`src/design/hsst_rx_pkg.sv`:
```
`default_nettype none

package hsst_rx_pkg;

  localparam int LANES = 4;  // byte lanes per link word

  typedef logic [7:0]        byte_t;   // one ad sample or link byte
  typedef logic [31:0]       word_t;   // four bytes, byte 0 in the low bits
  typedef logic [LANES-1:0]  kflag_t;  // one k-flag per byte lane

  // raw or aligned receive word, as delivered by the transceiver
  typedef struct packed {
    word_t  data;  // link payload
    kflag_t k;     // control-character flags
  } rx_word_t;

  localparam byte_t K_COMMA  = 8'hBC;  // k28.5 comma
  localparam byte_t SOF_MARK = 8'h50;  // byte after the comma in a start word

  typedef enum logic {
    IDLE = 1'b0,  // hunting for a start word
    DATA = 1'b1   // collecting sample words
  } frame_state_e;

endpackage

`default_nettype wire

```
`src/design/word_align.sv`:
```
`timescale 1ns/1ps
`default_nettype none

module word_align (
  input  wire logic                  free_clk,
  input  wire logic                  rst_n,
  input  wire hsst_rx_pkg::rx_word_t i_rx,       // raw word from the link
  output hsst_rx_pkg::rx_word_t      o_aligned,  // comma rotated into lane 0
  output logic                       o_locked    // first start word seen
);

  localparam int LW = $clog2(hsst_rx_pkg::LANES);  // lane index width

  typedef logic [LW-1:0] lane_t;   // byte lane number
  typedef logic [LW:0]   shift_t;  // first window byte, 1..LANES

  hsst_rx_pkg::rx_word_t prev_q;      // previous input word
  lane_t                 offset_q;    // comma lane of the last start word
  lane_t                 offset_d;    // offset applied to this word
  lane_t                 comma_lane;  // lane holding the single k-flag
  logic                  is_start;    // exactly one k-flag set
  shift_t                shift;       // window start byte
  hsst_rx_pkg::byte_t [2*hsst_rx_pkg::LANES-1:0] win_data;  // prev low, current high
  logic [2*hsst_rx_pkg::LANES-1:0]               win_k;     // flags, same order
  hsst_rx_pkg::rx_word_t sel;         // rotated word ahead of the flop

  assign is_start = $onehot(i_rx.k);  // start word marker

  // lane of the comma, only meaningful with is_start
  always_comb begin
    comma_lane = '0;
    for (int i = 0; i < hsst_rx_pkg::LANES; i++) begin
      if (i_rx.k[i]) begin
        comma_lane = lane_t'(i);
      end
    end
  end

  assign offset_d = is_start ? comma_lane : offset_q;  // new lane takes effect at once
  // offset 0 takes the current word whole, else tail of prev plus head of current
  assign shift    = (offset_d == '0) ? shift_t'(hsst_rx_pkg::LANES) : shift_t'(offset_d);
  assign win_data = {i_rx.data, prev_q.data};  // 8-byte sliding window
  assign win_k    = {i_rx.k, prev_q.k};

  always_comb begin
    for (int i = 0; i < hsst_rx_pkg::LANES; i++) begin
      sel.data[8*i +: 8] = win_data[shift + i];  // byte i of aligned word
      sel.k[i]           = win_k[shift + i];     // flag follows its byte
    end
  end

  always_ff @(posedge free_clk or negedge rst_n) begin
    if (!rst_n) begin
      prev_q    <= '0;    // all-zero idle word
      offset_q  <= '0;
      o_aligned <= '0;
      o_locked  <= 1'b0;
    end else begin
      prev_q    <= i_rx;
      offset_q  <= offset_d;  // reloads on every start word
      o_aligned <= sel;       // one cycle after the last byte
      if (is_start) begin
        o_locked <= 1'b1;     // sticky until reset
      end
    end
  end

  // lane offset only moves when a start word arrives
  a_offset_hold : assert property (@(posedge free_clk) disable iff (!rst_n)
    !is_start |=> $stable(offset_q))
    else $error("word_align: lane offset changed without a start word");

endmodule

`default_nettype wire

```
`src/design/frame_unpack.sv`:
```
`timescale 1ns/1ps
`default_nettype none

module frame_unpack #(
  parameter int FRAME_WORDS = 4  // data words after each start word
) (
  input  wire logic                  free_clk,
  input  wire logic                  rst_n,
  input  wire hsst_rx_pkg::rx_word_t i_aligned,   // comma in lane 0
  output logic                       o_wr_en,     // sample word strobe
  output hsst_rx_pkg::word_t         o_wr_data,   // four samples, byte 0 first
  output logic                       o_frame_err  // k-flag inside a frame
);

  localparam int CW = $clog2(FRAME_WORDS + 1);  // counter width

  typedef logic [CW-1:0] cnt_t;  // data word index in a frame

  localparam cnt_t LAST = cnt_t'(FRAME_WORDS - 1);  // index of final data word

  hsst_rx_pkg::frame_state_e state_q;  // current frame state
  hsst_rx_pkg::frame_state_e state_d;
  cnt_t                      cnt_q;    // data words taken so far
  cnt_t                      cnt_d;
  logic                      is_sof;   // valid start word
  logic                      has_k;    // any control byte
  logic                      wr_d;     // write next cycle
  logic                      err_d;    // error next cycle

  assign has_k  = |i_aligned.k;
  assign is_sof = (i_aligned.k == hsst_rx_pkg::kflag_t'(1)) &&          // comma lane 0 only
                  (i_aligned.data[7:0] == hsst_rx_pkg::K_COMMA) &&
                  (i_aligned.data[15:8] == hsst_rx_pkg::SOF_MARK);    // sof follows comma

  always_comb begin
    state_d = state_q;
    cnt_d   = cnt_q;
    wr_d    = 1'b0;
    err_d   = 1'b0;
    case (state_q)
      hsst_rx_pkg::IDLE: begin
        if (is_sof) begin
          state_d = hsst_rx_pkg::DATA;  // frame opens
          cnt_d   = '0;
        end
      end
      hsst_rx_pkg::DATA: begin
        if (!has_k) begin
          wr_d = 1'b1;                  // plain data word
          if (cnt_q == LAST) begin
            state_d = hsst_rx_pkg::IDLE;  // frame complete
            cnt_d   = '0;
          end else begin
            cnt_d = cnt_q + 1'b1;
          end
        end else begin
          err_d = 1'b1;                 // broken frame, written words stay
          cnt_d = '0;
          if (is_sof) begin
            state_d = hsst_rx_pkg::DATA;  // new frame starts right here
          end else begin
            state_d = hsst_rx_pkg::IDLE;
          end
        end
      end
      default: begin
        state_d = hsst_rx_pkg::IDLE;
        cnt_d   = '0;
      end
    endcase
  end

  always_ff @(posedge free_clk or negedge rst_n) begin
    if (!rst_n) begin
      state_q     <= hsst_rx_pkg::IDLE;
      cnt_q       <= '0;
      o_wr_en     <= 1'b0;
      o_frame_err <= 1'b0;
    end else begin
      state_q     <= state_d;
      cnt_q       <= cnt_d;
      o_wr_en     <= wr_d;   // registered strobe
      o_frame_err <= err_d;  // one-cycle pulse
    end
  end

  always_ff @(posedge free_clk) begin
    o_wr_data <= i_aligned.data;  // samples qualified by o_wr_en
  end

  // word index stays inside one frame
  a_cnt_range : assert property (@(posedge free_clk) disable iff (!rst_n)
    cnt_q <= LAST)
    else $error("frame_unpack: word counter ran past the frame length");

endmodule

`default_nettype wire

```
`src/design/sample_fifo.sv`:
```
`timescale 1ns/1ps
`default_nettype none

module sample_fifo #(
  parameter int FIFO_DEPTH = 16  // words, power of two
) (
  input  wire logic                free_clk,
  input  wire logic                rst_n,
  input  wire logic                i_wr_en,     // push request
  input  wire hsst_rx_pkg::word_t  i_wr_data,
  input  wire logic                i_rd_en,     // pop request
  output hsst_rx_pkg::word_t       o_rd_data,   // valid with o_rd_valid
  output logic                     o_rd_valid,
  output logic                     o_empty,
  output logic                     o_full
);

  localparam int AW = (FIFO_DEPTH > 1) ? $clog2(FIFO_DEPTH) : 1;  // address width

  typedef logic [AW:0]   ptr_t;   // address plus wrap bit
  typedef logic [AW-1:0] addr_t;  // storage index

  hsst_rx_pkg::word_t mem [FIFO_DEPTH];  // sample storage
  ptr_t               wr_ptr_q;          // next slot to write
  ptr_t               rd_ptr_q;          // next slot to read
  addr_t              wr_addr;
  addr_t              rd_addr;
  logic               wr_ok;             // accepted write
  logic               rd_ok;             // accepted read

  assign wr_addr = wr_ptr_q[AW-1:0];
  assign rd_addr = rd_ptr_q[AW-1:0];

  // flags follow the pointer registers, so they move the cycle after
  assign o_empty = (wr_ptr_q == rd_ptr_q);
  assign o_full  = (wr_ptr_q[AW] != rd_ptr_q[AW]) && (wr_addr == rd_addr);  // wrap differs

  assign wr_ok = i_wr_en && !o_full;   // drop when full
  assign rd_ok = i_rd_en && !o_empty;  // ignore when empty

  always_ff @(posedge free_clk or negedge rst_n) begin
    if (!rst_n) begin
      wr_ptr_q   <= '0;
      rd_ptr_q   <= '0;
      o_rd_valid <= 1'b0;
    end else begin
      if (wr_ok) begin
        wr_ptr_q <= wr_ptr_q + 1'b1;
      end
      if (rd_ok) begin
        rd_ptr_q <= rd_ptr_q + 1'b1;
      end
      o_rd_valid <= rd_ok;  // read data one cycle later
    end
  end

  always_ff @(posedge free_clk) begin
    if (wr_ok) begin
      mem[wr_addr] <= i_wr_data;
    end
    if (rd_ok) begin
      o_rd_data <= mem[rd_addr];  // registered read port
    end
  end

  // pointer arithmetic never reports both states
  a_flags_excl : assert property (@(posedge free_clk) disable iff (!rst_n)
    !(o_full && o_empty))
    else $error("sample_fifo: full and empty asserted together");

endmodule

`default_nettype wire

```
`src/design/send_trigger.sv`:
```
`timescale 1ns/1ps
`default_nettype none

module send_trigger #(
  parameter int KEY_PULSE_AT = 500000,   // timer value that fires the pulse
  parameter int KEY_HOLD_MAX = 2500000   // timer saturation
) (
  input  wire logic free_clk,
  input  wire logic rst_n,
  input  wire logic i_key,        // raw send key, async
  input  wire logic i_buf_full,   // sample buffer full
  output logic      o_send_start  // one-cycle start request
);

  localparam int TW = $clog2(KEY_HOLD_MAX + 1);  // timer width

  typedef logic [TW-1:0] timer_t;  // cycles since key release

  logic   key_d0;   // first sync stage
  logic   key_d1;   // synchronised key
  timer_t timer_q;  // hold timer
  logic   pulse_q;  // timer reached the mark

  always_ff @(posedge free_clk or negedge rst_n) begin
    if (!rst_n) begin
      key_d0 <= 1'b0;
      key_d1 <= 1'b0;
    end else begin
      key_d0 <= i_key;   // may go metastable
      key_d1 <= key_d0;
    end
  end

  always_ff @(posedge free_clk or negedge rst_n) begin
    if (!rst_n) begin
      timer_q <= '0;  // counts from reset, so one pulse follows it
    end else if (key_d1) begin
      timer_q <= '0;  // restart while pressed
    end else if (timer_q >= timer_t'(KEY_HOLD_MAX)) begin
      timer_q <= timer_q;  // saturate
    end else begin
      timer_q <= timer_q + 1'b1;
    end
  end

  always_ff @(posedge free_clk or negedge rst_n) begin
    if (!rst_n) begin
      pulse_q <= 1'b0;
    end else begin
      pulse_q <= (timer_q == timer_t'(KEY_PULSE_AT));  // cycle after the mark
    end
  end

  assign o_send_start = pulse_q & i_buf_full;  // only with a full buffer

  // timer passes the mark once per release
  a_single_pulse : assert property (@(posedge free_clk) disable iff (!rst_n)
    o_send_start |=> !o_send_start)
    else $error("send_trigger: start pulse longer than one cycle");

endmodule

`default_nettype wire

```
`src/design/hsst_rx_top.sv`:
```
`timescale 1ns/1ps
`default_nettype none

module hsst_rx_top #(
  parameter int FRAME_WORDS  = 4,        // data words per frame
  parameter int FIFO_DEPTH   = 16,       // buffer words, power of two
  parameter int KEY_PULSE_AT = 500000,   // send pulse mark
  parameter int KEY_HOLD_MAX = 2500000   // send timer saturation
) (
  input  wire logic                  free_clk,
  input  wire logic                  rst_n,
  input  wire hsst_rx_pkg::rx_word_t i_rx,          // receive lane, one word per cycle
  input  wire logic                  i_key_send,    // send key
  input  wire logic                  i_rd_en,       // buffer pop
  output hsst_rx_pkg::word_t         o_rd_data,
  output logic                       o_rd_valid,
  output logic                       o_empty,
  output logic                       o_full,
  output logic                       o_locked,      // alignment found
  output logic                       o_frame_err,   // broken frame pulse
  output logic                       o_send_start   // start send request
);

  hsst_rx_pkg::rx_word_t aligned;  // word_align to frame_unpack
  logic                  wr_en;    // sample word strobe
  hsst_rx_pkg::word_t    wr_data;  // four samples

  word_align u_word_align (
    .free_clk  (free_clk),
    .rst_n     (rst_n),
    .i_rx      (i_rx),
    .o_aligned (aligned),
    .o_locked  (o_locked)
  );

  frame_unpack #(
    .FRAME_WORDS (FRAME_WORDS)
  ) u_frame_unpack (
    .free_clk    (free_clk),
    .rst_n       (rst_n),
    .i_aligned   (aligned),
    .o_wr_en     (wr_en),
    .o_wr_data   (wr_data),
    .o_frame_err (o_frame_err)
  );

  sample_fifo #(
    .FIFO_DEPTH (FIFO_DEPTH)
  ) u_sample_fifo (
    .free_clk   (free_clk),
    .rst_n      (rst_n),
    .i_wr_en    (wr_en),
    .i_wr_data  (wr_data),
    .i_rd_en    (i_rd_en),
    .o_rd_data  (o_rd_data),
    .o_rd_valid (o_rd_valid),
    .o_empty    (o_empty),
    .o_full     (o_full)       // also gates the send pulse
  );

  send_trigger #(
    .KEY_PULSE_AT (KEY_PULSE_AT),
    .KEY_HOLD_MAX (KEY_HOLD_MAX)
  ) u_send_trigger (
    .free_clk     (free_clk),
    .rst_n        (rst_n),
    .i_key        (i_key_send),
    .i_buf_full   (o_full),
    .o_send_start (o_send_start)
  );

endmodule

`default_nettype wire

```
`config.mk`:
```
export PLATFORM = sky130hd
export DESIGN_NAME = hsst_rx_top
export DESIGN_NICKNAME = d
export VERILOG_FILES = /design/src/design/hsst_rx_pkg.sv /design/src/design/word_align.sv /design/src/design/frame_unpack.sv /design/src/design/sample_fifo.sv /design/src/design/send_trigger.sv /design/src/design/hsst_rx_top.sv
export SDC_FILE = /design/constraint.sdc
export NUM_CORES = 1
export LEC_CHECK = 0
export BUFFER_PORTS_ARGS = -buffer_cell sky130_fd_sc_hd__buf_2
export CAP_MARGIN = 20
export CORE_UTILIZATION = 55
export CTS_CLUSTER_DIAMETER = 120
export DETAILED_ROUTE_END_ITERATION = 12
export GPL_TIMING_DRIVEN = 0
export HOLD_SLACK_MARGIN = 0.15
export PLACE_DENSITY = 0.72
export SLEW_MARGIN = 25
export SYNTH_ARGS = -nofsm -noshare
export SYNTH_HDL_FRONTEND = slang
export SYNTH_HIERARCHICAL = 1
export SYNTH_SLANG_ARGS = --single-unit
```
`constraint.sdc`:
```
create_clock -name free_clk -period 7.8 [get_ports free_clk]
set_input_delay 1.56 -clock free_clk [delete_from_list [all_inputs] [get_ports free_clk]]
set_output_delay 1.56 -clock free_clk [all_outputs]
set_load 0.01 [all_outputs]
```
After elaboration in Yosys (flattened, before gate mapping)
Memory sizes are Yosys's and may differ from the RTL's. A register that Yosys moved wholly into a read port is not among the register bits.
Index checks and enable logic that the tools add are counted.
W data, S select, Z words.
Cells by class
  muxes and demuxes: 37
  bitwise logic cells: 2
  order comparisons: 5
  equality and inequality tests: 11
  add/sub/neg operators: 10
  reduce and logical (&&, ||, !) cells: 9
Operators with widths (number)
  $bmux W8 S3: 4
  $lt A32 B4 Y1 const B: 3
  $mux W22: 2
  $mux W8: 4
  $add A22 B1 Y22 const B: 1
  $eq A22 B19 Y1 const B: 1
  $ge A22 B22 Y1 const B: 1
  $mux W1: 14
  $bmux W1 S3: 4
  $mux W3: 4
  $add A5 B1 Y5 const B: 2
  $add A3 B2 Y4 const B: 2
  $eq A8 B7 Y1 const B: 1
  $eq A8 B8 Y1 const B: 1
  $mux W2: 3
  $pmux W3 S2: 1
  $eq A5 B5 Y1: 1
  $logic_and A1 B1 Y1: 5
  $add A1 B1 Y2: 2
  $add A3 B1 Y4 const B: 1
  $eq A4 B1 Y1 const B: 1
  $eq A4 B4 Y1: 1
  $lt A3 B4 Y1 const B: 1
  $ne A2 B1 Y1 const B: 2
  11 further kinds: 12
Storage, ports and cells
  word-level logic and storage cells: 93
  memory bits (writable): 512
  memories: 1
  register bits after elaboration: 149
Memory list
  u_sample_fifo.mem: words 16, width 32, rd ports 1, clocked after memory_dff 1, wr ports 1, RTL line sample_fifo.sv:23  | hsst_rx_pkg::word_t mem [FIFO_DEPTH];

Depth between registers and ports, before layout
  depth after elaboration: 9
  mapped depth: 16
  depth with buffers taken out: 12

Modules after synthesis
Netlist, hierarchy kept.
By module, submodules not included
  sample_fifo: sequential area each 16610.9 um^2, cells each 896, times used 1, area each 20837.5 um^2
  word_align: sequential area each 1876.8 um^2, cells each 221, times used 1, area each 3410.8 um^2
  send_trigger: sequential area each 625.6 um^2, cells each 152, times used 1, area each 1508.9 um^2
  frame_unpack: sequential area each 790.8 um^2, cells each 66, times used 1, area each 1002.2 um^2

Worst setup path after synthesis
OpenSTA, ideal clock, no wires.
  kind: input to register
  from: input i_rx[0] (netlist name)
  to: register u_word_align/o_aligned[27] (netlist name)
  cell stages on the path: 16
  arrival: 4.796 ns
  setup slack: 2.866 ns
  path through: inv_1 -> fa_1 -> inv_1 -> ha_1 -> ha_1 -> nor3b_4 -> and3_1 -> buf_6 -> nor2_8 -> inv_2 -> buf_2 -> ha_1 -> nand2b_1 -> buf_2 -> clkbuf_1 -> mux4_2
RTL lines
  start: declaration: RTL line hsst_rx_top.sv:12  | input wire hsst_rx_pkg::rx_word_t i_rx,
  end signal: assignment: RTL line word_align.sv:61  | o_aligned <= sel;
  end: declaration: RTL line word_align.sv:8  | output hsst_rx_pkg::rx_word_t o_aligned,

==> metrics <==
clock tree from TritonCTS=done; category of the worst setup path launch point=input port; final weighted congestion in routability-driven placement=0.858; post-synthesis sequential element count=693; Critical Path, Cell by Cell=buf_2 -> inv_1 -> fa_1 -> inv_1 -> ha_1 -> ha_1 -> nor3b_4 -> and3_1 -> buf_6 -> nor2_8 -> inv_2 -> buf_2 -> ha_1 -> nand2b_1 -> buf_2 -> clkbuf_1 -> mux4_2; Layout Skew=0.0274 ns; worst supply voltage drop on vdd=0.273 mV; syn nets=1388; io pins=78; Total Power=11.0 mW; clk root buf=sky130_fd_sc_hd__clkbuf_16; worst slack, placed=1.96 ns; crit path buf inv count=8; worst hold-check path type=flip-flop to flip-flop; slack of the worst reg-to-reg path=4.70 ns; stage delay of the slowest cell on the critical path=0.52 ns; vias after detailed routing=13900; site row count=80; number of setup violations in the final report=0; number of nets in the final layout=1616; Residual DRC=0; worst max-slew margin expressed relative to the limit=0.337; final global-route overflow total=0; maximum operating frequency=193 MHz; Die ar.=49500 um2; worst hold slack across all endpoints=0.341 ns; fin crit share=0.663; detailed-route vias per instance=6.21; count of non-filler cells in the finished layout=2234; post-layout minimum cycle time=5.17 ns; Crit Path Max Fanout=10; number of buffers on the longest clock path=3; CP max stage cell=sky130_fd_sc_hd__fa_1; FILL cells=3178; largest net degree at the start of global routing=67; category of the most critical setup path=input port to flip-flop; status=finished clean; Crit. End Element=flip-flop; number of global-route vias before repair=14300; number of antenna violations at the first check in global routing=3; top cell type's share of synthesized area=0.610; placed inst area=28800 um2; PnR worst setup slack=2.63 ns; data arrival time of the worst path=5.61 ns; Core ar.=47800 um2; Final Routed Wirelength=59.2 mm; wire length on met3=4.58 mm; number of distinct library cells after synthesis=72; most numerous cell in the Yosys netlist=sky130_fd_sc_hd__edfxtp_1; Synth async-reset ratio=0.169; global-route wire length before repair=89.3 mm; clock latency reported for the late side of the worst-skew pair=0.60 ns; Synth area leader=sky130_fd_sc_hd__edfxtp_1; Post-Place Cells=2107; ranking of synthesized cells by area=sky130_fd_sc_hd__edfxtp_1 (61%), sky130_fd_sc_hd__mux4_2 (13%), sky130_fd_sc_hd__dfrtp_1 (11%); number of hold-repair buffers added at the cts stage=0; Post-Synthesis Mean Instance Area=20.0 um2; total leakage power=10.7 nW; Cells after Synth=1335; met2 wirelength from detailed routing=28.7 mm; Synth-to-Final Area Change=15.8%; cts bufs inserted=69; Netlist Area Pre-Place=26800 um2; category of cells accounting for the largest share of critical-path delay=buffers and inverters; number of slew-limit violations in the final report=0; Iter 0 DRT Violations=1343; Setup Total Neg Slack=0 ns; H-tree level count=3; setup fix buffers added after clock tree synthesis=0; Detailed Routing Iterations Pass 1=5; PostCTS Resize Cnt=0; cell area power density=354 nW/um2; Clock Pin Slew Worst Setup and Hold Paths=0.06 ns; actual slew at the worst max-slew pin=0.994 ns; total routed wire length on the met1 layer=24.2 mm; total of buffers placed on input and output ports=77; antenna viol nets, final=0; total global routing track utilization=0.247; share of post-route cells with drive strength above 1=0.332; Detail Placement HPWL=39.8 mm; required time at the worst-slack endpoint=8.24 ns; DR top layer=met5; count of flip-flops with a built-in enable after synthesis=544; final design instance area without fill=31000 um2; sequential element share of the synthesized area=0.744; final hold vios=0; number of max-capacitance violations reported=0; Synthesis Warnings=6; Die Y=223 um; RSZ-0062 raised after global routing=no; Primary FF master, synth=sky130_fd_sc_hd__edfxtp_1; sinks on the clock net=693; final routed wire length divided by cell count=26.5 um; most numerous cell types in the synthesized netlist=sky130_fd_sc_hd__edfxtp_1 (544), sky130_fd_sc_hd__mux4_2 (153), sky130_fd_sc_hd__dfrtp_1 (117), sky130_fd_sc_hd__nor2_1 (65), sky130_fd_sc_hd__o22ai_1 (64); width of the die=223 um; fin util=0.648; initial core utilization=0.559
-- area by class of cell --
type,instances,area (um2),share of cell area
Sequential cell,693,19900,0.642
Multi-Input combinational cell,552,6390,0.206
Clock buffer,97,1930,0.0624
Timing Repair Buffer,157,1130,0.0366
Tap cell,615,769,0.0248
Buffer,71,484,0.0156
Clock inverter,29,308,0.00993
Inverter,19,71.3,0.00230
Antenna cell,1,2.50,0.0000807
-- logic make-up after synthesis --
logic type | Yosys count | share of synthesized area
compound gates | 134 | 0.0381
fa+ha+maj | 13 | 0.00636
flops | 693 | 0.744
xor+xnor | 28 | 0.00916
buf+inv | 90 | 0.0208
mux | 185 | 0.144
simple gates | 192 | 0.0377
-- report_power, final --
group | total, mW | switching (mW) | internal [mW] | leakage (nW)
Clock | 3.26 | 1.35 | 1.91 | 1.10
Sequential | 5.25 | 0.491 | 4.76 | 6.61
Combinational | 2.47 | 1.31 | 1.16 | 2.99
-- layer usage --
layer / global-route usage / vias up
met5: 0 / -
met4: 0.0754 / 2
met3: 0.0487 / 116
met2: 0.397 / 591
met1: 0.346 / 7270
li1: - / 5886
-- layout by cell type (no fill, tap or decap), drive strengths merged, types with 3 or more instances in the layout --
cell type	Yosys	routed
edfxtp	544	544
buf	51	208
mux4	154	154
dfrtp	117	117
clkbuf	20	117
nor2	67	67
o22ai	64	64
dfxtp	32	32
nand3	31	31
mux2	30	30
xnor2	27	27
nand2	22	22
inv	19	22
clkinv	0	20
o21ai	17	17
nor3	17	17
nand2b	12	12
ha	12	12
a2111oi	10	10
o221a	9	9
a211oi	9	9
nand4	8	8
a21oi	7	7
o211ai	7	7
and2	6	6
bufinv	0	5
and3	5	5
nor4	5	5
or4	4	4
and4	3	3
or2	3	3
-- worst paths after layout --
check,from,to,cells past startpoint
setup / recovery,i_rx[0],u_word_align/o_aligned[27]$_DFF_PN0_,17
hold / removal,u_word_align/o_aligned[32]$_DFF_PN0_,u_frame_unpack/o_wr_data[28]$_DFF_P_,0
setup reg to reg,u_sample_fifo/wr_ptr_q[3]$_DFFE_PN0P_,u_sample_fifo/mem[8][13]$_DFFE_PP_,10
hold reg to reg,u_word_align/o_aligned[32]$_DFF_PN0_,u_frame_unpack/o_wr_data[28]$_DFF_P_,0
max in group asynchronous,rst_n,u_send_trigger/timer_q[3]$_DFFE_PN0P_,2
min in group asynchronous,rst_n,u_word_align/o_aligned[28]$_DFF_PN0_,1
-- flip-flops by register name (all words and copies together) (netlist names), 5 cells and up --
name                      cells
u_frame_unpack/o_wr_data     32
u_sample_fifo/wr_ptr_q        5
u_word_align/o_aligned       36
u_send_trigger/timer_q       22
u_sample_fifo/rd_ptr_q        5
u_sample_fifo/o_rd_data      32
u_sample_fifo/mem           512
u_word_align/prev_q          36
Power figures use the tool's default switching activity.
